==> src/mmio_consts.svh <==
`ifndef MMIO_CONSTS_SVH
`define MMIO_CONSTS_SVH

// region bounds, byte addresses
`define MMIO_INSTR_HI    32'd1024        // last instruction address, inclusive
`define MMIO_DATA_LO     32'd1056        // data starts above this
`define MMIO_DATA_HI     32'd1792        // last data address, display starts above
`define MMIO_DISP_HI     32'd2048        // display ends below this

// bank geometry
`define MMIO_NUM_BANKS   4               // bank index is addr[3:2]
`define MMIO_BANK_WORDS  128             // row is addr[10:4]

// queues and display timing
`define MMIO_ROUTE_DEPTH 8               // also the max requests in flight
`define MMIO_DISP_DEPTH  4               // pending display commands
`define MMIO_DISP_CYCLES 6               // strobe to response

`define MMIO_ERR_DATA    32'hDEADBEEF    // rdata of an error response

`endif

==> src/mmio_pkg.sv <==
package mmio_pkg;

    // cpu operation, same encoding as the rwi bits
    typedef enum logic [1:0] {
        OP_IDLE  = 2'b00,
        OP_WRITE = 2'b01,
        OP_READ  = 2'b10,
        OP_FETCH = 2'b11
    } mmio_op_e;

    typedef struct packed {
        mmio_op_e    op;
        logic [31:0] addr;   // byte address, low two bits ignored
        logic [31:0] wdata;
    } mem_req_t;

    typedef struct packed {
        logic [31:0] rdata;
        logic        err;    // set only by the error path
    } mem_rsp_t;

    // where the response of a request will come from
    typedef enum logic [1:0] {
        ROUTE_BANK = 2'd0,
        ROUTE_DISP = 2'd1,
        ROUTE_ERR  = 2'd2
    } route_kind_e;

    typedef struct packed {
        route_kind_e kind;
        logic [1:0]  bank;   // only meaningful for ROUTE_BANK
    } route_t;

endpackage

==> src/mmio_decoder.sv <==
`timescale 1ns/1ns
`include "mmio_consts.svh"

module mmio_decoder (
    // cpu side
    input  logic                        req_valid_i,
    output logic                        req_ready_o,
    input  mmio_pkg::mem_req_t          req_i,
    // banks, one request broadcast, valid per bank
    output logic [`MMIO_NUM_BANKS-1:0]  bank_valid_o,
    input  logic [`MMIO_NUM_BANKS-1:0]  bank_ready_i,
    output mmio_pkg::mem_req_t          bank_req_o,
    // display port
    output logic                        disp_valid_o,
    input  logic                        disp_ready_i,
    output mmio_pkg::mem_req_t          disp_req_o,
    // route queue in the merger
    output logic                        route_valid_o,
    input  logic                        route_ready_i,
    output mmio_pkg::route_t            route_o
);
    import mmio_pkg::*;

    logic        in_instr;      // 0 .. 1024
    logic        in_data;       // 1057 .. 1792
    logic        in_disp;       // 1793 .. 2047
    logic        is_rw;
    logic        is_fetch;
    logic [1:0]  bank_sel;
    route_kind_e kind;
    logic        target_ready;  // readiness of whichever target was chosen

    assign in_instr = (req_i.addr <= `MMIO_INSTR_HI);
    assign in_data  = (req_i.addr > `MMIO_DATA_LO) && (req_i.addr <= `MMIO_DATA_HI);
    assign in_disp  = (req_i.addr > `MMIO_DATA_HI) && (req_i.addr < `MMIO_DISP_HI);
    assign is_rw    = (req_i.op == OP_READ) || (req_i.op == OP_WRITE);
    assign is_fetch = (req_i.op == OP_FETCH);
    assign bank_sel = req_i.addr[3:2];   // word interleave

    always_comb begin
        kind = ROUTE_ERR;   // idle and out of region land here
        if ((in_instr && (is_fetch || is_rw)) || (in_data && is_rw)) begin
            kind = ROUTE_BANK;
        end else if (in_disp && is_rw) begin
            kind = ROUTE_DISP;   // no fetch from the screen
        end
    end

    always_comb begin
        case (kind)
            ROUTE_BANK: target_ready = bank_ready_i[bank_sel];
            ROUTE_DISP: target_ready = disp_ready_i;
            default:    target_ready = 1'b1;   // error needs only the route slot
        endcase
    end

    // request and route entry move in the same cycle or not at all
    assign req_ready_o   = route_ready_i && target_ready;
    assign route_valid_o = req_valid_i && target_ready;
    assign route_o       = '{kind: kind, bank: bank_sel};

    always_comb begin
        bank_valid_o           = '0;
        bank_valid_o[bank_sel] = req_valid_i && route_ready_i && (kind == ROUTE_BANK);
    end
    assign disp_valid_o = req_valid_i && route_ready_i && (kind == ROUTE_DISP);

    assign bank_req_o = req_i;   // broadcast, only the selected bank sees valid

    always_comb begin
        disp_req_o      = req_i;
        disp_req_o.addr = req_i.addr - `MMIO_DATA_HI;   // screen offset 1 .. 255
    end

endmodule

==> config.mk <==
export PLATFORM = sky130hd
export DESIGN_NAME = mmio_decoder
export DESIGN_NICKNAME = d
export VERILOG_FILES = /design/src/mmio_pkg.sv /design/src/mmio_decoder.sv
export VERILOG_INCLUDE_DIRS = /design/src
export SDC_FILE = /design/constraint.sdc
export NUM_CORES = 1
export LEC_CHECK = 0
export BUFFER_PORTS_ARGS = -buffer_cell sky130_fd_sc_hd__buf_2
export CORE_AREA = 2 2 84 86
export DETAILED_ROUTE_END_ITERATION = 12
export DIE_AREA = 0 0 86 88
export SETUP_SLACK_MARGIN = 0.4
export SYNTH_ARGS = -nofsm -noshare
export SYNTH_HDL_FRONTEND = slang
export SYNTH_SLANG_ARGS = --single-unit
==> constraint.sdc <==
create_clock -name vclk -period 4.4
set_input_delay 0.88 -clock vclk [all_inputs]
set_output_delay 0.88 -clock vclk [all_outputs]
set_load 0.005 [all_outputs]
==> results.ini <==
[timing]
worstMarginPinSlew_ns=0.7562
holdWs_ns=1.760
fmax_ghz=0.2645
hold_viol=0
rsz0062_at_grt=no
post-route-min-period_ns=3.780
slew_violations=0
max_slew_margin_pct=48.95
fin_ws_ns=0.6196
setup_tns_ns=0
setup_viol=0
post-route-period-util_pct=85.92

[grt]
grt_pass1_vias=1148
grt_use_total_pct=9.340
overflow=0
grt_first_pass_wirelength_um=5816
grt_max_degree=11
antenna_found_initial=0

[finish]
utilization_pct=21.92
syn2layout_area_growth_pct=-7.692
seqCellArea_um2=0
seq_cell_count=0
multiInputGateArea_um2=725.7
antenna_cells=0
fin_nets=309
nClkBuffers=0
layout-drive-gt1-share_pct=55.84
fill_cells=754

[pwr]
seqPwrFrac_pct=0
max-vdd-ir-drop_mv=0.01786
clkPwrFrac_pct=0
power.internal_w=0.00005653
leakage_nw=0.7554
p_per_area_nw_per_um2=81.97
p_sw_share_pct=52.65
p_switching_w=0.00006285
pwr-share-comb_pct=100.0

[detailed_routing]
vias=1328
drt_iter0_markers=36
ant_nets=0
wl_um=4137
wire_per_inst_um=13.30
first_pass_iters=4
drcViolationCount=0
vias_per_cell=4.270

[worst_setup_path]
crit_fanout=5
path_class=input port to output port
cp.required_ns=3.52
crit_path_end_kind=output port
startpoint_type=input port
arrival_ns=2.90
critPathLaunch=req_i[55]

[synthesis]
ys_warn_count=0
netlist_top_cells_area=buf_4 52%, xnor2_1 5.6%, xor2_1 5.6%
ys_types=34
synth_area_leader_cell=buf_4
ys_seq_area_share_pct=0
syn_area_um2=1578
synth_area_per_cell_um2=7.139
netlist_instances=221
yosys.area.top_type_share_pct=52.34
syn_nets=297

[die]
fp.dieH_um=88
row_count=30
die_w_um=86
core_area_um2=6644
ios=216
die_area_um2=7568
start_util_pct=23.75

[place]
dp_slack_ns=0.5962
gp_congestion=0.7243
dp_hpwl_um=3550
io_buffer_count=120

[clock_tree]
cts.hold.buffers_added=0
cts_resized=0
post_cts_buffers=0

[flow_run]
cap_violations=0

[min_path]
hp-class=input port to output port
hp-start=req_i[12]

[outcome]
status=finished, final reports clean

-- cells by family after synthesis --
| group | share of synthesized area [%] |
|---|---|
| buffers and inverters | 54.00 |
| AND/OR/NAND/NOR | 25.85 |
| XOR/XNOR | 11.10 |
| AO/OA/AOI/OAI | 5.235 |
| adder cells (fa/ha/maj) | 2.379 |
| multiplexers | 1.427 |
-- routing by layer --
| layer | GRT usage [%] | wire, um | vias up |
|---|---|---|---|
| li1 | - | - | 655 |
| met1 | 11.78 | 1662 | 580 |
| met5 | 0 | 0 | - |
| met4 | 3.463 | 141 | 0 |
| met3 | 0.9425 | 350 | 27 |
| met2 | 16.42 | 1982 | 66 |
-- layout by cell type, fill, tap and decap left out --
master,instances
a211o_1,1
a21o_1,1
a21o_2,1
a21oi_1,2
and2_1,1
buf_2,120
buf_4,1
ha_1,3
inv_1,6
mux4_2,1
nand2_1,15
nand3_1,8
nand3b_1,1
nand4_1,5
nand4_2,1
nor2_1,13
nor3_1,5
nor4_1,9
nor4_2,1
nor4_4,1
nor4b_1,2
nor4b_4,1
nor4bb_1,1
o2111ai_1,2
o21a_1,1
o21ai_0,1
o311ai_0,1
o41ai_1,1
or2_1,1
or2_4,1
or3_1,2
or4_4,1
xnor2_1,10
xor2_1,10
-- layout make-up --
cell class / count / area share [%]
Tap cell: 80 / 6.873
Inverter: 6 / 1.546
Multi-Input combinational cell: 104 / 49.83
Timing Repair Buffer: 121 / 41.75
-- path summary, 6_finish.rpt --
path | cells after the start | slack (ns) | endpoint
worst max-delay path | 7 | 0.62 | route_o[3]
worst min-delay path | 0 | 1.76 | bank_req_o[12]
-- Yosys cell counts --
master	count
nand3b_1	1
o21a_1	1
buf_4	110
nor2_1	13
nor4_2	1
or2_4	1
nor4_4	1
a21o_2	1
or3_1	2
xnor2_1	10
nand4_2	1
or4_4	1
and2_1	1
o41ai_1	1
o2111ai_1	2
nor4b_4	1
a211o_1	1
xor2_1	10
inv_1	6
o21ai_0	1
ha_1	3
mux4_2	1
nand4_1	5
or2_1	1
a21o_1	1
nor4bb_1	1
nand2_1	15
a21oi_1	2
nor3_1	5
nand3_1	8
clkbuf_1	1
nor4b_1	2
nor4_1	9
o311ai_0	1
-- power by group through the flow --
stage                     clock network [W]  logic [W]  registers (W)
after floorplan                           0   0.000118              0
after global placement                    0   0.000120              0
after detailed placement                  0   0.000121              0
after CTS                                 0   0.000121              0
after global routing                      0   0.000133              0
final                                     0   0.000119              0
-- worst max-delay path, stage by stage --
cell	delay (ns)
buf_2	0.13
nor4_1	0.53
nand4_1	0.21
nor4_1	0.62
o21a_1	0.27
a21o_2	0.15
buf_2	0.11
-- metrics by stage --
stage,std cells,cell area [um^2],power [W]
2_1_floorplan,221,1578,0.0001182
3_3_place_gp,311,1456,0.0001196
3_5_place_dp,311,1456,0.0001207
4_1_cts,311,1456,0.0001213
5_1_grt,311,1456,0.0001326
6_report,311,1456,0.0001194
No activity file was read; power rests on OpenSTA's default activity.
