==> src/mmio_consts.svh <==
`ifndef MMIO_CONSTS_SVH
`define MMIO_CONSTS_SVH

// region bounds, byte addresses
`define MMIO_INSTR_HI    32'd1024        // last instruction address, inclusive
`define MMIO_DATA_LO     32'd1056        // data starts above this
`define MMIO_DATA_HI     32'd1792        // last data address, display starts above
`define MMIO_DISP_HI     32'd2048        // display ends below this

// bank geometry
`define MMIO_NUM_BANKS   4               // bank index is addr[3:2]
`define MMIO_BANK_WORDS  128             // row is addr[10:4]

// queues and display timing
`define MMIO_ROUTE_DEPTH 8               // also the max requests in flight
`define MMIO_DISP_DEPTH  4               // pending display commands
`define MMIO_DISP_CYCLES 6               // strobe to response

`define MMIO_ERR_DATA    32'hDEADBEEF    // rdata of an error response

`endif

==> src/mmio_pkg.sv <==
package mmio_pkg;

    // cpu operation, same encoding as the rwi bits
    typedef enum logic [1:0] {
        OP_IDLE  = 2'b00,
        OP_WRITE = 2'b01,
        OP_READ  = 2'b10,
        OP_FETCH = 2'b11
    } mmio_op_e;

    typedef struct packed {
        mmio_op_e    op;
        logic [31:0] addr;   // byte address, low two bits ignored
        logic [31:0] wdata;
    } mem_req_t;

    typedef struct packed {
        logic [31:0] rdata;
        logic        err;    // set only by the error path
    } mem_rsp_t;

    // where the response of a request will come from
    typedef enum logic [1:0] {
        ROUTE_BANK = 2'd0,
        ROUTE_DISP = 2'd1,
        ROUTE_ERR  = 2'd2
    } route_kind_e;

    typedef struct packed {
        route_kind_e kind;
        logic [1:0]  bank;   // only meaningful for ROUTE_BANK
    } route_t;

endpackage

==> src/sync_fifo.sv <==
`timescale 1ns/1ns

module sync_fifo #(
    parameter type T     = logic,
    parameter int  DEPTH = 4
) (
    input  logic clk,
    input  logic arst_n_i,
    input  logic in_valid_i,
    output logic in_ready_o,
    input  T     in_data_i,
    output logic out_valid_o,
    input  logic out_ready_i,
    output T     out_data_o,
    output logic empty_o
);

    localparam int PTR_W = (DEPTH > 1) ? $clog2(DEPTH) : 1;

    T                 mem [DEPTH];   // payload store
    logic [PTR_W-1:0] wr_ptr;
    logic [PTR_W-1:0] rd_ptr;
    logic [PTR_W:0]   count;         // one extra bit so full is representable
    logic             push;
    logic             pop;

    assign empty_o     = (count == '0);
    assign out_valid_o = !empty_o;
    assign out_data_o  = mem[rd_ptr];
    assign in_ready_o  = (count != (PTR_W+1)'(DEPTH)) || out_ready_i; // full but draining
    assign push        = in_valid_i && in_ready_o;
    assign pop         = out_valid_o && out_ready_i;

    always_ff @(posedge clk or negedge arst_n_i) begin
        if (!arst_n_i) begin
            wr_ptr <= '0;
            rd_ptr <= '0;
            count  <= '0;
        end else begin
            if (push) begin
                wr_ptr <= (wr_ptr == PTR_W'(DEPTH - 1)) ? '0 : wr_ptr + 1'b1; // wrap
            end
            if (pop) begin
                rd_ptr <= (rd_ptr == PTR_W'(DEPTH - 1)) ? '0 : rd_ptr + 1'b1;
            end
            count <= count + (PTR_W+1)'(push) - (PTR_W+1)'(pop);
        end
    end

    always_ff @(posedge clk) begin
        if (push) begin
            mem[wr_ptr] <= in_data_i;
        end
    end

endmodule

==> src/display_port.sv <==
`timescale 1ns/1ns
`include "mmio_consts.svh"

module display_port (
    input  logic               clk,
    input  logic               arst_n_i,
    input  logic               req_valid_i,
    output logic               req_ready_o,
    input  mmio_pkg::mem_req_t req_i,
    output logic               rsp_valid_o,
    input  logic               rsp_ready_i,
    output mmio_pkg::mem_rsp_t rsp_o,
    // spi tft side
    output logic               disp_write_o,
    output logic               disp_read_o,
    output logic [7:0]         disp_addr_o,
    output logic [31:0]        disp_data_o,
    input  logic [31:0]        disp_rdata_i
);
    import mmio_pkg::*;

    localparam int CNT_W = $clog2(`MMIO_DISP_CYCLES);

    typedef enum logic [1:0] {ST_IDLE, ST_BUSY, ST_RSP} state_e;

    state_e           state;
    logic [CNT_W-1:0] cnt;         // cycles left of the access
    logic             cur_wr;      // command in flight is a write
    logic             cmd_valid;
    logic             cmd_pop;
    logic             done;
    mem_req_t         cmd;

    sync_fifo #(
        .T     (mem_req_t),
        .DEPTH (`MMIO_DISP_DEPTH)
    ) u_cmd_fifo (
        .clk         (clk),
        .arst_n_i    (arst_n_i),
        .in_valid_i  (req_valid_i),
        .in_ready_o  (req_ready_o),
        .in_data_i   (req_i),
        .out_valid_o (cmd_valid),
        .out_ready_i (cmd_pop),
        .out_data_o  (cmd),
        .empty_o     ()
    );

    assign cmd_pop     = cmd_valid && (state == ST_IDLE);   // one command at a time
    assign done        = (state == ST_BUSY) && (cnt == '0);
    assign rsp_valid_o = (state == ST_RSP);

    always_ff @(posedge clk or negedge arst_n_i) begin
        if (!arst_n_i) begin
            state        <= ST_IDLE;
            cnt          <= '0;
            cur_wr       <= 1'b0;
            disp_write_o <= 1'b0;
            disp_read_o  <= 1'b0;
        end else begin
            disp_write_o <= 1'b0;   // strobes last one cycle
            disp_read_o  <= 1'b0;
            case (state)
                ST_IDLE: begin
                    if (cmd_valid) begin
                        disp_write_o <= (cmd.op == OP_WRITE);
                        disp_read_o  <= (cmd.op == OP_READ);
                        cur_wr       <= (cmd.op == OP_WRITE);
                        cnt          <= CNT_W'(`MMIO_DISP_CYCLES - 1);
                        state        <= ST_BUSY;
                    end
                end
                ST_BUSY: begin
                    if (cnt == '0) begin
                        state <= ST_RSP;   // valid DISP_CYCLES after the strobe
                    end else begin
                        cnt <= cnt - 1'b1;
                    end
                end
                ST_RSP: begin
                    if (rsp_ready_i) begin
                        state <= ST_IDLE;
                    end
                end
                default: state <= ST_IDLE;
            endcase
        end
    end

    always_ff @(posedge clk) begin
        if (cmd_pop) begin
            disp_addr_o <= cmd.addr[7:0];   // held past the strobe
            disp_data_o <= cmd.wdata;
        end
        if (done) begin
            rsp_o.rdata <= cur_wr ? 32'd0 : disp_rdata_i;   // screen data at completion
            rsp_o.err   <= 1'b0;
        end
    end

endmodule

==> config.mk <==
export PLATFORM = sky130hd
export DESIGN_NAME = display_port
export DESIGN_NICKNAME = d
export VERILOG_FILES = /design/src/mmio_pkg.sv /design/src/sync_fifo.sv /design/src/display_port.sv
export VERILOG_INCLUDE_DIRS = /design/src
export SDC_FILE = /design/constraint.sdc
export NUM_CORES = 1
export LEC_CHECK = 0
export ABC_AREA = 1
export BUFFER_PORTS_ARGS = -buffer_cell sky130_fd_sc_hd__buf_2
export CORE_MARGIN = 8
export CORE_UTILIZATION = 50
export CTS_CLUSTER_DIAMETER = 50
export DETAILED_ROUTE_END_ITERATION = 10
export HOLD_SLACK_MARGIN = 0.12
export PLACE_DENSITY_LB_ADDON = 0.08
export SKIP_CTS_REPAIR_TIMING = 1
export SLEW_MARGIN = 0
export SYNTH_ARGS = -nofsm -noshare
export SYNTH_HDL_FRONTEND = slang
export SYNTH_SLANG_ARGS = --single-unit
==> constraint.sdc <==
create_clock -name clk -period 3.1 [get_ports clk]
set_input_delay 0 -clock clk [delete_from_list [all_inputs] [get_ports clk]]
set_output_delay 0 -clock clk [all_outputs]
set_load 0.05 [all_outputs]
==> flow_metrics.py <==
metrics = {
    "finish": {
        "num-nets-final": 1000,
        "syn2layout_area_growth_pct": 27.6,
        "diodes": 0,
        "fraction_of_final_layout_cells_with_drive_strength_greater_than_1_pct": 28.2,
        "finish.utilization_pct": 64.1,
        "total_non_filler_cell_area_in_the_finished_layout_mm2": 0.0123,
        "instances_no_fill": 1172,
    },
    "floorplan": {
        "die_boundary_height_um": 155,
        "die_w_um": 155,
        "design.die.area_mm2": 0.0240,
        "initial_core_util_pct": 50.2,
        "number_of_top_level_design_ports": 179,
        "placeableCoreArea_mm2": 0.0192,
        "floorplan.rows": 51,
    },
    "routing": {
        "drt_first_pass_iters": 4,
        "m1WireLength_mm": 8.60,
        "routed_wirelength_mm": 20.5,
        "post_drt_via_cell_ratio": 4.99,
        "drtIter0Drc": 335,
        "highest-signal-layer": "met4",
        "via_count": 5850,
        "drc_errors": 0,
        "number_of_nets_with_antenna_violations_after_routing": 0,
        "met3WireLength_mm": 1.30,
        "route.met2.wl_mm": 10.3,
        "routed_wire_length_per_instance_um": 17.5,
    },
    "sta": {
        "hold_viol_final": 0,
        "max-slew-margin-rel_pct": 33.0,
        "final_min_period_over_clock_period_pct": 68.2,
        "tightest_slew_ns": 1.00,
        "grt_setup_unrepaired": "false",
        "final-max-slew-violation-count": 0,
        "final-setup-viol-count": 0,
        "setup_ws_ns": 0.986,
        "fmax_ghz": 0.473,
        "clock_skew_ns": 0.0168,
        "min_period_ns": 2.11,
    },
    "logic_synthesis": {
        "post_synth_xor_area_fraction_pct": 0.272,
        "synth_enable_flop_cells": 240,
        "synthSimpleGateAreaFrac_pct": 7.02,
        "yosys_most_used_dff": "edfxtp_1",
        "synthesis.instances": 647,
        "number_of_distinct_library_cells_after_synthesis": 25,
        "synthesis.area_mm2": 0.00965,
        "largest_family_of_logic_cells_by_synthesized_area": "compound AO/OA/AOI/OAI gates",
        "synth_async_sr_flop_share_pct": 5.88,
        "mappedNetlistNets": 759,
        "synth_fa_ha_area_share_pct": 1.37,
        "synth_sequential_area_ratio_pct": 78.6,
        "synth_area_in_compound_gates_pct": 8.44,
        "post_synth.cell_area_avg_um2": 14.9,
        "yosys-mux-area-fraction_pct": 0,
        "number_of_synthesized_register_bits": 255,
        "yosys_warnings": 0,
    },
    "global_route": {
        "globalRoute.totalOverflow": 0,
        "grt_max_degree": 87,
        "number_of_global_route_vias_before_repair": 5793,
        "grt_antenna_before_repair": 0,
        "wire_length_of_the_first_global_routing_pass_mm": 30.9,
        "grtUsageTotal_pct": 16.3,
    },
    "job": {
        "drv_cap": 0,
    },
    "worst_setup_path": {
        "register_to_register_path_setup_slack_ns": 0.99,
        "endpoint_kind": "flip-flop",
        "start_kind": "flip-flop",
        "setup.worst_path.class": "flip-flop to flip-flop",
        "worstPathMaxFanout": 3,
        "cp.arrival_ns": 2.56,
        "timing.critical_path.required_ns": 3.54,
    },
    "pwr": {
        "p_sw_w": 0.00481,
        "internal_power_w": 0.00778,
        "peakVddDrop_v": 0.000681,
        "cellPowerDensity_mw_per_mm2": 1020,
        "clkPwrFrac_pct": 23.8,
        "sequentialPowerShare_pct": 41.6,
        "power.share.switching_pct": 38.2,
        "p_leak_nw": 4.74,
        "power_w": 0.0126,
        "combinationalPowerShare_pct": 34.6,
    },
    "placement": {
        "post_dp_cell_area_mm2": 0.0107,
        "portBuffers": 153,
        "routabilityCongestion": 0.726,
        "place_inst": 1046,
        "place.detailed.hpwl_mm": 11.7,
        "place_ws_ns": 0.991,
    },
    "cts": {
        "clk_root_buffer_cell": "clkbuf_16",
        "cts_tree": "built",
        "ctsHtreeMaxLevel": 1,
        "clockBufferDepth": 3,
        "worst_setup_hold_path_clk_slew_ns": 0.06,
        "cts-buffers-inserted": 27,
        "clkLatencyLatePin_ns": 0.53,
        "clock-sinks": 255,
    },
    "worst_hold_path": {
        "hold_class": "primary input to flip-flop",
    },
    "run_status": {
        "status": "complete, no violations",
    },
}
worst max-delay path, stage by stage (launching register included):
cell and delay (ns):
dfrtp_1 0.40, nor2_1 0.16, nand2_1 0.07, nand2_1 0.14, inv_2 0.05, ha_1 0.27, inv_1 0.04, ha_1 0.18
fa_1 0.38, xnor2_1 0.18, xor2_1 0.17
worst paths after layout:
kind / depth (start not counted) / startpoint / endpoint
worst max register to register: 10 / u_cmd_fifo.count[1]$_DFF_PN0_ / u_cmd_fifo.count[2]$_DFF_PN0_
max in group asynchronous: 3 / arst_n_i / u_cmd_fifo.rd_ptr[1]$_DFFE_PN0P_
worst min-delay path: 3 / rsp_ready_i / state[1]$_DFFE_PN0P_
min in group asynchronous: 3 / arst_n_i / disp_write_o$_DFF_PN0_
worst max-delay path: 10 / u_cmd_fifo.count[1]$_DFF_PN0_ / u_cmd_fifo.count[2]$_DFF_PN0_
worst min register to register: 2 / cnt[0]$_DFFE_PN0P_ / cnt[0]$_DFFE_PN0P_
logic make-up after synthesis:
kind of cell             count (synthesis)
XOR/XNOR                                 3
AND/OR/NAND/NOR                        162
AO/OA/AOI/OAI                          126
other                                    1
adder cells (fa/ha/maj)                 10
flip-flops                             255
buffers and inverters                   90
placed cells by master, fill, tap and decap left out, types with 9 or more instances in the layout:
cell type	netlist	final
buf_2	13	153
buf_4	4	10
clkbuf_16	0	27
clkinv_1	0	11
dfrtp_1	15	13
dlygate4sd3_1	0	78
edfxtp_1	240	240
ha_1	9	9
inv_1	52	52
nand2_1	27	27
nor2_1	103	99
nor2_2	21	21
o21ai_0	68	68
o21ai_1	17	17
o22ai_1	19	19
o22ai_2	21	21
sequential cells by signal, summed over array words and instances, names as in the netlist:
| name | cells |
|---|---|
| rsp_o | 32 |
| state | 2 |
| disp_addr_o | 8 |
| u_cmd_fifo.mem | 168 |
| disp_data_o | 32 |
| u_cmd_fifo.wr_ptr | 2 |
| cnt | 3 |
| cur_wr | 1 |
| u_cmd_fifo.count | 3 |
| disp_read_o | 1 |
| disp_write_o | 1 |
| u_cmd_fifo.rd_ptr | 2 |
power groups by stage:
stage	combinational (W)	sequential, W	clock, W
2_1_floorplan	0.00196	0.00656	0
3_5_place_dp	0.00434	0.00531	0
6_report	0.00436	0.00524	0.00299
5_1_grt	0.00474	0.00532	0.00320
3_3_place_gp	0.00424	0.00528	0
4_1_cts	0.00436	0.00525	0.00306
synth_stat cells (4+ instances only):
library cell / number / area share (%)
ha_1: 9 / 1.2
buf_4: 4 / 0.31
o21ai_1: 17 / 0.88
o21ai_0: 68 / 3.5
buf_2: 13 / 0.67
nand3_1: 8 / 0.42
nand2_1: 27 / 1.1
buf_6: 4 / 0.47
inv_1: 52 / 2.0
nor2_1: 103 / 4.0
clkbuf_1: 9 / 0.35
o22ai_2: 21 / 2.7
nor2_2: 21 / 1.4
inv_2: 7 / 0.27
edfxtp_1: 240 / 75
o22ai_1: 19 / 1.2
dfrtp_1: 15 / 3.9
layer usage:
metal | track usage (%) | vias up
li1 | - | 2793
met2 | 28.1 | 189
met3 | 3.94 | 30
met1 | 20.3 | 2838
met5 | 0 | -
met4 | 4.34 | 0
through the flow:
step | TNS (ns) | hold WS (ns)
4_1_cts | 0 | -0.623
6_report | 0 | 0.213
3_5_place_dp | 0 | -0.0633
5_1_grt | 0 | 0.202
2_1_floorplan | -48.50 | -0.296
3_3_place_gp | 0 | -0.0839
area by class of cell:
class	instances	area, um^2
Clock inverter	18	140
Sequential cell	255	7580
Timing Repair Buffer	243	1660
Inverter	59	223
Fill cell	1386	6900
Clock buffer	30	687
Multi-Input combinational cell	302	1680
Tap cell	265	332
Note: power is estimated with default switching activity, not from simulation.
