**src/mmio_consts.svh**
```systemverilog
`ifndef MMIO_CONSTS_SVH
`define MMIO_CONSTS_SVH

// region bounds, byte addresses
`define MMIO_INSTR_HI    32'd1024        // last instruction address, inclusive
`define MMIO_DATA_LO     32'd1056        // data starts above this
`define MMIO_DATA_HI     32'd1792        // last data address, display starts above
`define MMIO_DISP_HI     32'd2048        // display ends below this

// bank geometry
`define MMIO_NUM_BANKS   4               // bank index is addr[3:2]
`define MMIO_BANK_WORDS  128             // row is addr[10:4]

// queues and display timing
`define MMIO_ROUTE_DEPTH 8               // also the max requests in flight
`define MMIO_DISP_DEPTH  4               // pending display commands
`define MMIO_DISP_CYCLES 6               // strobe to response

`define MMIO_ERR_DATA    32'hDEADBEEF    // rdata of an error response

`endif

```
**src/mmio_pkg.sv**
```systemverilog
package mmio_pkg;

    // cpu operation, same encoding as the rwi bits
    typedef enum logic [1:0] {
        OP_IDLE  = 2'b00,
        OP_WRITE = 2'b01,
        OP_READ  = 2'b10,
        OP_FETCH = 2'b11
    } mmio_op_e;

    typedef struct packed {
        mmio_op_e    op;
        logic [31:0] addr;   // byte address, low two bits ignored
        logic [31:0] wdata;
    } mem_req_t;

    typedef struct packed {
        logic [31:0] rdata;
        logic        err;    // set only by the error path
    } mem_rsp_t;

    // where the response of a request will come from
    typedef enum logic [1:0] {
        ROUTE_BANK = 2'd0,
        ROUTE_DISP = 2'd1,
        ROUTE_ERR  = 2'd2
    } route_kind_e;

    typedef struct packed {
        route_kind_e kind;
        logic [1:0]  bank;   // only meaningful for ROUTE_BANK
    } route_t;

endpackage

```
**src/sync_fifo.sv**
```systemverilog
`timescale 1ns/1ns

module sync_fifo #(
    parameter type T     = logic,
    parameter int  DEPTH = 4
) (
    input  logic clk,
    input  logic arst_n_i,
    input  logic in_valid_i,
    output logic in_ready_o,
    input  T     in_data_i,
    output logic out_valid_o,
    input  logic out_ready_i,
    output T     out_data_o,
    output logic empty_o
);

    localparam int PTR_W = (DEPTH > 1) ? $clog2(DEPTH) : 1;

    T                 mem [DEPTH];   // payload store
    logic [PTR_W-1:0] wr_ptr;
    logic [PTR_W-1:0] rd_ptr;
    logic [PTR_W:0]   count;         // one extra bit so full is representable
    logic             push;
    logic             pop;

    assign empty_o     = (count == '0);
    assign out_valid_o = !empty_o;
    assign out_data_o  = mem[rd_ptr];
    assign in_ready_o  = (count != (PTR_W+1)'(DEPTH)) || out_ready_i; // full but draining
    assign push        = in_valid_i && in_ready_o;
    assign pop         = out_valid_o && out_ready_i;

    always_ff @(posedge clk or negedge arst_n_i) begin
        if (!arst_n_i) begin
            wr_ptr <= '0;
            rd_ptr <= '0;
            count  <= '0;
        end else begin
            if (push) begin
                wr_ptr <= (wr_ptr == PTR_W'(DEPTH - 1)) ? '0 : wr_ptr + 1'b1; // wrap
            end
            if (pop) begin
                rd_ptr <= (rd_ptr == PTR_W'(DEPTH - 1)) ? '0 : rd_ptr + 1'b1;
            end
            count <= count + (PTR_W+1)'(push) - (PTR_W+1)'(pop);
        end
    end

    always_ff @(posedge clk) begin
        if (push) begin
            mem[wr_ptr] <= in_data_i;
        end
    end

endmodule

```
**src/rsp_merge.sv**
```systemverilog
`timescale 1ns/1ns
`include "mmio_consts.svh"

module rsp_merge #(
    parameter int NUM_BANKS = `MMIO_NUM_BANKS
) (
    input  logic                   clk,
    input  logic                   arst_n_i,
    // route entries from the decoder
    input  logic                   route_valid_i,
    output logic                   route_ready_o,
    input  mmio_pkg::route_t       route_i,
    // bank responses
    input  logic [NUM_BANKS-1:0]   bank_rsp_valid_i,
    output logic [NUM_BANKS-1:0]   bank_rsp_ready_o,
    input  mmio_pkg::mem_rsp_t     bank_rsp_i [NUM_BANKS],
    // display response
    input  logic                   disp_rsp_valid_i,
    output logic                   disp_rsp_ready_o,
    input  mmio_pkg::mem_rsp_t     disp_rsp_i,
    // to cpu
    output logic                   rsp_valid_o,
    input  logic                   rsp_ready_i,
    output mmio_pkg::mem_rsp_t     rsp_o,
    output logic                   busy_o
);
    import mmio_pkg::*;

    logic   head_valid;
    logic   head_pop;
    logic   route_empty;
    route_t head;   // oldest outstanding request

    sync_fifo #(
        .T     (route_t),
        .DEPTH (`MMIO_ROUTE_DEPTH)
    ) u_route_fifo (
        .clk         (clk),
        .arst_n_i    (arst_n_i),
        .in_valid_i  (route_valid_i),
        .in_ready_o  (route_ready_o),
        .in_data_i   (route_i),
        .out_valid_o (head_valid),
        .out_ready_i (head_pop),
        .out_data_o  (head),
        .empty_o     (route_empty)
    );

    always_comb begin
        rsp_valid_o      = 1'b0;
        rsp_o            = '0;
        bank_rsp_ready_o = '0;
        disp_rsp_ready_o = 1'b0;
        if (head_valid) begin
            case (head.kind)
                ROUTE_BANK: begin
                    rsp_valid_o                 = bank_rsp_valid_i[head.bank];
                    rsp_o                       = bank_rsp_i[head.bank];
                    bank_rsp_ready_o[head.bank] = rsp_ready_i;   // pass handshake through
                end
                ROUTE_DISP: begin
                    rsp_valid_o      = disp_rsp_valid_i;
                    rsp_o            = disp_rsp_i;
                    disp_rsp_ready_o = rsp_ready_i;
                end
                default: begin
                    rsp_valid_o = 1'b1;   // error answered locally
                    rsp_o       = '{rdata: `MMIO_ERR_DATA, err: 1'b1};
                end
            endcase
        end
    end

    assign head_pop = rsp_valid_o && rsp_ready_i;   // retire on cpu handshake
    assign busy_o   = !route_empty;

endmodule

```
**config.mk**
```make
export PLATFORM = sky130hd
export DESIGN_NAME = rsp_merge
export DESIGN_NICKNAME = d
export VERILOG_FILES = /design/src/mmio_pkg.sv /design/src/sync_fifo.sv /design/src/rsp_merge.sv
export VERILOG_INCLUDE_DIRS = /design/src
export SDC_FILE = /design/constraint.sdc
export NUM_CORES = 1
export LEC_CHECK = 0
export BUFFER_PORTS_ARGS = -buffer_cell sky130_fd_sc_hd__buf_4
export CAP_MARGIN = 0
export CORE_MARGIN = 2
export CORE_UTILIZATION = 40
export DETAILED_ROUTE_END_ITERATION = 10
export PLACE_DENSITY = 0.83
export SYNTH_ARGS = -nofsm -noshare
export SYNTH_HDL_FRONTEND = slang
export SYNTH_SLANG_ARGS = --single-unit
```
**constraint.sdc**
```tcl
create_clock -name clk -period 2.9 [get_ports clk]
set_input_delay 0.435 -clock clk [delete_from_list [all_inputs] [get_ports clk]]
set_output_delay 0.435 -clock clk [all_outputs]
set_load 0.02 [all_outputs]
```
==> results.cfg, run 1 <==
[timing]
setup_viol_count_final = 60
final_max_slew_viol_count = 0
worst_slew_pin_slew_ns = 0.3990
setup_repair_after_global_routing_missed_its_margin = yes
postLayoutSetupSlackWorst_ns = -0.2174
clock_skew_ns = 0.009434
hold_viol = 0
timing.final.crit_period_ns = 3.117
achievable-frequency_ghz = 0.3208
max-slew-margin-rel_pct = 73.40
timing.final.crit_share_pct = 107.5

[clock_tree]
cts.reportedPaths.clkPinSlew_ns = 0.08
cts-buffers-inserted = 5
clock_latency_ns = 0.29
cts.htree.levels = 2
cts.root.buffer_cell = clkbuf_8
cts_num_sinks = 42
cts_tree = built
clk_path_buf_depth = 2

[drt]
wl_per_cell_um = 18.45
drc = 0
drt_iter0_drc = 244
final_antenna_net_count = 0
dr.pass1.iters = 5
dr_total_vias = 4232
dr_vias_cell = 5.433
routed_wirelength_um = 14380

[synth]
syn-mean-instance-area_sq_um = 8.359
synth_top_family_by_area = simple AND/OR/NAND/NOR gates
mappedNetlistArea_sq_mm = 0.003511
yosysWarnings = 0
share_of_synthesized_cell_area_in_full_adder_half_adder_and_majority_cells_pct = 4.134
post_synthesis_net_count = 609
ys_types = 39
synth.ff_latch_count = 42
synth.yosys.seq_area_share_pct = 34.50
postSynthCellCount = 420
yosys.area_share.xor_xnor_pct = 0.4989
muxShareOfSynthArea_pct = 15.32
synth_simple_gate_area_share_pct = 25.30
synth_compound_area_share_pct = 14.50

[pwr]
power_leakage_nw = 2.751
worst_ir_drop_vdd_uv = 617.2
power-per-cell-area_mw_per_mm2 = 1417

[floorplan]
initial_cell_density_of_the_core_pct = 40.65
chipWidth_um = 97.69
coreArea_sq_mm = 0.008636
floorplan.die.height_um = 97.69
ioPinCount = 219
floorplan.die_area_sq_mm = 0.009542
rows = 34

[cells_and_area]
nets = 859
antenna_diode_count = 0
final_core_occ_pct = 70.08
fin_area_sq_mm = 0.006052
drive_gt1_share_pct = 52.61
areaGrowthSynthToFinish_pct = 72.38

[min_path]
worst_hold_path_type = input port to flop

[run]
max_cap_viols = 0

[placed_design]
portBuffers = 218
place_congestion = 0.9352
place_ws_ns = -0.09827
detailed_place.area_sq_mm = 0.005458
dpl.hpwl_um = 10250

[critical_path]
worst-setup-path-type = flop to flop
cp.arrival_ns = 3.30
critPathCaptureType = flop
required_ns = 3.08
crit_path_start_kind = flop
critical_path_peak_fanout = 8

[global_route]
antenna_violations_before_repair = 0
maximum_number_of_pins_on_one_net_before_global_route_repair = 46
global_route_wire_length_before_repair_um = 21620
track_usage_pct = 28.38
grt_remaining_overflow = 0
number_of_global_route_vias_before_repair = 4163

[run_status]
violations = negative setup slack
run_status = finished, violations left
==> placed cells by master, fill, tap and decap left out, types with 3 or more instances in the layout <==
| cell | instances |
|---|---|
| buf_4 | 252 |
| nor2_1 | 85 |
| nand2_1 | 55 |
| o21ai_0 | 35 |
| edfxtp_1 | 32 |
| a21oi_1 | 25 |
| nand3_1 | 23 |
| mux4_2 | 15 |
| buf_6 | 15 |
| o21ai_1 | 13 |
| dfrtp_1 | 9 |
| a22oi_2 | 8 |
| ha_1 | 8 |
| mux2i_1 | 7 |
| inv_1 | 6 |
| mux2_4 | 5 |
| clkbuf_8 | 5 |
| buf_12 | 5 |
| nor3b_1 | 4 |
| nor3_1 | 4 |
| a21oi_2 | 3 |
| nor2_2 | 3 |
| nand3_2 | 3 |
| mux2_2 | 3 |
==> worst max-delay path, stage by stage (launching register included) <==
cell and delay (ns):
dfrtp_1 0.42, buf_12 0.16, buf_6 0.11, mux2i_1 0.11, mux4_2 0.56, mux2i_1 0.22, nand4_1 0.15, buf_4 0.18
a32oi_4 0.31, inv_4 0.08, ha_4 0.17, fa_2 0.36, xor2_2 0.15
==> what timing repair did <==
item,CTS,global route
pin swaps,22,23
buffers inserted,15,8
setup endpoints to repair,54,76
endpoints found under the hold margin,10,0
cloned,3,0
gates resized for setup,55,37
hold buffers,1,0
==> cell usage after synthesis <==
| cell type | n | area (sq um) |
|---|---|---|
| and4b_1 | 2 | 20.02 |
| nand4_2 | 1 | 12.51 |
| mux2i_2 | 1 | 13.76 |
| xor2_1 | 2 | 17.52 |
| nand3_1 | 26 | 130.1 |
| nor2_1 | 89 | 334.1 |
| a31oi_1 | 2 | 12.51 |
| and2_1 | 1 | 6.260 |
| a21o_1 | 1 | 7.510 |
| mux2_2 | 3 | 33.78 |
| a32oi_4 | 1 | 27.53 |
| nand4b_1 | 1 | 8.760 |
| buf_2 | 2 | 10.01 |
| dfrtp_1 | 10 | 250.2 |
| and4_1 | 1 | 8.760 |
| mux2i_1 | 7 | 70.07 |
| o21ai_0 | 50 | 250.2 |
| o2111a_1 | 1 | 11.26 |
| nor3b_1 | 6 | 45.04 |
| nand4_1 | 2 | 12.51 |
| inv_1 | 9 | 33.78 |
| nor3_1 | 5 | 25.02 |
| edfxtp_1 | 32 | 960.9 |
| mux4_1 | 6 | 157.7 |
| ha_1 | 10 | 125.1 |
| or2_2 | 1 | 6.260 |
| buf_1 | 3 | 11.26 |
| a21oi_1 | 28 | 140.1 |
| a22oi_1 | 8 | 60.06 |
| fa_1 | 1 | 20.02 |
| inv_4 | 1 | 6.260 |
| nor4b_1 | 5 | 43.79 |
| buf_6 | 2 | 22.52 |
| mux2_4 | 4 | 60.06 |
| nand2_1 | 56 | 210.2 |
| clkbuf_1 | 26 | 97.59 |
| buf_12 | 1 | 20.02 |
| mux4_2 | 9 | 202.7 |
| nor4_1 | 4 | 25.02 |
==> layer usage <==
| layer | wire [um] | GRT usage [%] | share of wire [%] |
|---|---|---|---|
| met2 | 7647 | 52.36 | 53 |
| met5 | 0 | 0 | 0 |
| met1 | 5555 | 34.08 | 39 |
| met3 | 799 | 4.676 | 5.6 |
| met4 | 371 | 7.585 | 2.6 |
==> where the power goes <==
part           switching, mW  internal [mW]  total (mW)  leakage (nW)
registers              0.153          0.823       0.976         0.407
logic                   3.86           3.28        7.15          2.29
clock network          0.199          0.253       0.453        0.0579
==> final timing paths <==
check                                       start                     end  slack [ns]  cells after the start
setup reg to reg           u_route_fifo.rd_ptr[0]   u_route_fifo.count[2]       -0.22                     12
setup / recovery           u_route_fifo.rd_ptr[0]   u_route_fifo.count[2]       -0.22                     12
max in group asynchronous                arst_n_i  u_route_fifo.rd_ptr[2]        2.25                      2
hold / removal                         route_i[1]  u_route_fifo.mem[4][1]        0.39                      1
min in group asynchronous                arst_n_i  u_route_fifo.wr_ptr[1]        0.50                      2
hold reg to reg            u_route_fifo.rd_ptr[2]  u_route_fifo.rd_ptr[2]        0.63                      1
==> sequential cells by signal, summed over array words and instances, names as in the netlist <==
| signal | count |
|---|---|
| u_route_fifo.rd_ptr | 3 |
| u_route_fifo.mem | 32 |
| u_route_fifo.count | 4 |
| u_route_fifo.wr_ptr | 3 |
==> per-stage QoR <==
step	power (mW)	cells	setup TNS [ns]	hold WS (ns)
2_1_floorplan	4.704	420	-0.4069	0.1394
3_3_place_gp	6.741	746	0	0.2697
5_1_grt	9.109	779	-10.54	0.3779
6_report	8.575	779	-5.553	0.3856
3_5_place_dp	6.892	746	-0.9309	0.2701
4_1_cts	8.140	773	-3.947	0.3759
==> final cells by class <==
class,instances,area [sq um]
Inverter,10,43.79
Clock inverter,3,40.04
Sequential cell,42,1212
Timing Repair Buffer,276,2228
Tap cell,108,135.1
Fill cell,611,2584
Clock buffer,5,68.82
Multi-Input combinational cell,335,2323
==> cells by family after synthesis <==
kind of cell	Yosys count
mux	30
fa+ha+maj	11
flops	42
simple gates	200
buf+inv	44
compound gates	91
xor+xnor	2
(Power assumes the default switching activity.)
==> run 2: changes to the inputs <==
- CORE_UTILIZATION: 40 -> 44
- CTS_BUF_LIST: default -> sky130_fd_sc_hd__clkbuf_2 sky130_fd_sc_hd__clkbuf_4 sky130_fd_sc_hd__clkbuf_8
- PLACE_DENSITY: 0.83 -> 0.88
- SYNTH_HIERARCHICAL: default -> 1
- clock period: 2.9 -> 3 ns (I/O delays scaled with it)
==> run 2 against run 1 <==
Net effect:
- the flow still finishes with violations (negative setup slack)
- routed wire length down 5.7%
- register-to-register slack lost 0.44 ns
- worst hold slack improved by 0.0036 ns
- final area fell by 6.3%
- fmax shrank 15%
- clock power grew 20%
- setup slack worse by 0.44 ns
- highest routed layer unchanged
==> results.cfg, run 2 <==
[run_status]
run_status = finished, violations left
violations = negative setup slack

[timing]
postLayoutSetupSlackWorst_ns = -0.6601
clock_skew_ns = 0.004153
achievable-frequency_ghz = 0.2732
worst_slew_pin_slew_ns = 0.5058
hold_viol = 0
max-slew-margin-rel_pct = 66.28
setup_viol_count_final = 77
final_max_slew_viol_count = 0
holdWs_ns = 0.3892
setup_repair_after_global_routing_missed_its_margin = yes
timing.final.crit_period_ns = 3.660
timing.final.crit_share_pct = 122.0

[synth]
synth_enable_flop_cells = 32
syn-mean-instance-area_sq_um = 14.46
post_synthesis_net_count = 416
ys_types = 33
synth.yosys.seq_area_share_pct = 36.89
synth_flop_cell = edfxtp_1
post-synth-top-area-cell = edfxtp_1
synth_area_leaders = edfxtp_1, mux4_2, mux4_1, dfrtp_1, o221a_1
post-synth-top-count-cell = edfxtp_1
async_flop_share_pct = 23.81
postSynthCellCount = 227
synth.ff_latch_count = 42
mappedNetlistArea_sq_mm = 0.003283
synth_top_cell_area_share_pct = 29.27
yosysWarnings = 6
synth_commonest_cells = edfxtp_1, mux4_2, nand2_1

[drt]
wl_per_cell_um = 23.95
dr_vias_cell = 5.776
final_antenna_net_count = 0
dr_total_vias = 3269
drt_iter0_drc = 238
drc = 0
routed_wirelength_um = 13560
dr.pass1.iters = 6

[floorplan]
floorplan.die.height_um = 90.38
initial_cell_density_of_the_core_pct = 45.26
coreArea_sq_mm = 0.007253
floorplan.die_area_sq_mm = 0.008169
rows = 31
ioPinCount = 219
chipWidth_um = 90.38

[cells_and_area]
num-fill-cells = 398
areaGrowthSynthToFinish_pct = 72.71
regMostFlops = u_route_fifo/mem
most_common_library_cell_in_the_layout_ignoring_fill_and_taps = buf_4
nets = 655
antenna_diode_count = 0
final_core_occ_pct = 78.18
top_regs = u_route_fifo/mem x32, u_route_fifo/count x4
seqCellArea_sq_mm = 0.001212
drive_gt1_share_pct = 74.73
most-common-layout-cells = buf_4, mux4_2, edfxtp_1
footprint_of_the_multi_input_gates_sq_mm = 0.002074
largest_register_ffs = 32

[clock_tree]
cts.htree.levels = 2
cts.reportedPaths.clkPinSlew_ns = 0.08
clock_latency_ns = 0.30
clk_path_buf_depth = 2
cts_tree = built
cts.root.buffer_cell = clkbuf_8
cts-buffers-inserted = 5
cts_num_sinks = 42

[critical_path]
r2r-start = u_route_fifo/rd_ptr[0]
critical_path.top_delay_family = multiplexers
required_ns = 3.20
critical_path_buf_inv_count = 3
crit_path_max_incr_delay_ns = 0.54
critical_path_peak_fanout = 5
path_cells = mux4_2 -> mux2_4 -> mux4_2 -> a21oi_4 -> nor2_2 -> or4b_4 -> nand2_8 -> ha_4 -> inv_4 -> ha_4 -> inv_2 -> fa_2 -> inv_2
timing_startpoint_of_the_critical_path = u_route_fifo/rd_ptr[0]
cp.arrival_ns = 3.86
crit_path_start_kind = flop
cp_slowest_cell = or4b_4
worst-setup-path-type = flop to flop
critPathCaptureType = flop

[run]
max_cap_viols = 0

[min_path]
worstHoldStart = route_i[2]
worst_hold_path_type = input port to flop

[pwr]
swShare_pct = 43.06
cellInternalPower_mw = 4.219
worst_ir_drop_vdd_uv = 822.1
power_switching_mw = 3.191
power.clock.fraction_pct = 7.4
power_leakage_nw = 2.501
p_seq_share_pct = 12.6
power-per-cell-area_mw_per_mm2 = 1307
combinationalPowerShare_pct = 80.1

[global_route]
global_route_wire_length_before_repair_um = 20190
number_of_global_route_vias_before_repair = 3438
grt_remaining_overflow = 0
track_usage_pct = 32.63
maximum_number_of_pins_on_one_net_before_global_route_repair = 37
antenna_violations_before_repair = 0

[placed_design]
place_congestion = 0.9203
portBuffers = 218
dpl.hpwl_um = 9896
==> run 2: kinds of logic (layout without fill, tap and decap cells) <==
family	after synthesis	after routing	synth area share (%)
AO/OA/AOI/OAI	37	37	10.56
buffers and inverters	33	273	5.716
multiplexers	52	52	34.18
flip-flops	42	42	36.89
AND/OR/NAND/NOR	50	50	7.698
XOR/XNOR	2	2	0.5336
adder cells (fa/ha/maj)	11	11	4.421
==> run 2: cell type report <==
| class | count | area share, % |
|---|---|---|
| flip-flops and latches | 42 | 21.38 |
| multi-input cells | 152 | 36.58 |
| clock inverters | 2 | 1.059 |
| inverters | 12 | 0.8385 |
| repair buffers | 253 | 36.50 |
| clock buffers | 6 | 1.456 |
| well taps | 99 | 2.184 |
==> run 2: what timing repair did <==
item / in CTS / in global routing
endpoints found under the setup margin: 78 / 78
hold buffers: 1 / 0
buffers inserted: 9 / 4
endpoints found under the hold margin: 10 / 0
gates cloned: 2 / 1
pin swaps: 5 / 11
resized for setup: 50 / 21
==> run 2: path summary, 6_finish.rpt <==
| kind | cells past startpoint | end | slack [ns] |
|---|---|---|---|
| min reg2reg | 1 | u_route_fifo/count[0] | 0.66 |
| max reg2reg | 13 | u_route_fifo/count[1] | -0.66 |
| min in group asynchronous | 2 | u_route_fifo/wr_ptr[0] | 0.51 |
| min | 1 | u_route_fifo/mem[7][2] | 0.39 |
| max in group asynchronous | 2 | u_route_fifo/rd_ptr[0] | 2.33 |
| max | 13 | u_route_fifo/count[1] | -0.66 |
==> run 2: power groups by stage <==
stage / sequential (mW) / clock (mW) / combinational, mW
3_3_place_gp: 0.898 / 0 / 4.83
2_1_floorplan: 0.861 / 0 / 3.38
5_1_grt: 0.945 / 0.580 / 6.20
4_1_cts: 0.917 / 0.548 / 5.48
6_report: 0.931 / 0.545 / 5.93
3_5_place_dp: 0.907 / 0 / 4.90
==> run 2: per-stage QoR <==
| step | area (sq um) | setup TNS (ns) | power (mW) | cells | worst slack, ns |
|---|---|---|---|---|---|
| after floorplan | 3318 | -7.189 | 4.241 | 227 | -0.7952 |
| after global placement | 5137 | -12.04 | 5.723 | 547 | -0.6757 |
| after detailed placement | 5137 | -15.78 | 5.811 | 547 | -0.7555 |
| after CTS | 5539 | -16.26 | 6.940 | 563 | -0.6624 |
| after global routing | 5670 | -22.80 | 7.723 | 566 | -0.7144 |
| final | 5670 | -17.32 | 7.410 | 566 | -0.6601 |
==> run 2: worst reg2reg max path, cell delays in order, from the launching register on <==
cell and delay, ns:
dfrtp_2 0.45, mux4_2 0.53, mux2_4 0.29, mux4_2 0.46, a21oi_4 0.17, nor2_2 0.06
or4b_4 0.54, nand2_8 0.09, ha_4 0.19, inv_4 0.05, ha_4 0.13, inv_2 0.04
fa_2 0.52, inv_2 0.03
==> run 2: per-layer routing <==
layer / routed length, um / up-vias / track usage, %
li1: - / 1417 / -
met2: 6972 / 211 / 56.20
met3: 1473 / 36 / 10.35
met5: 0 / - / 0
met4: 414 / 0 / 10.00
met1: 4695 / 1605 / 39.18
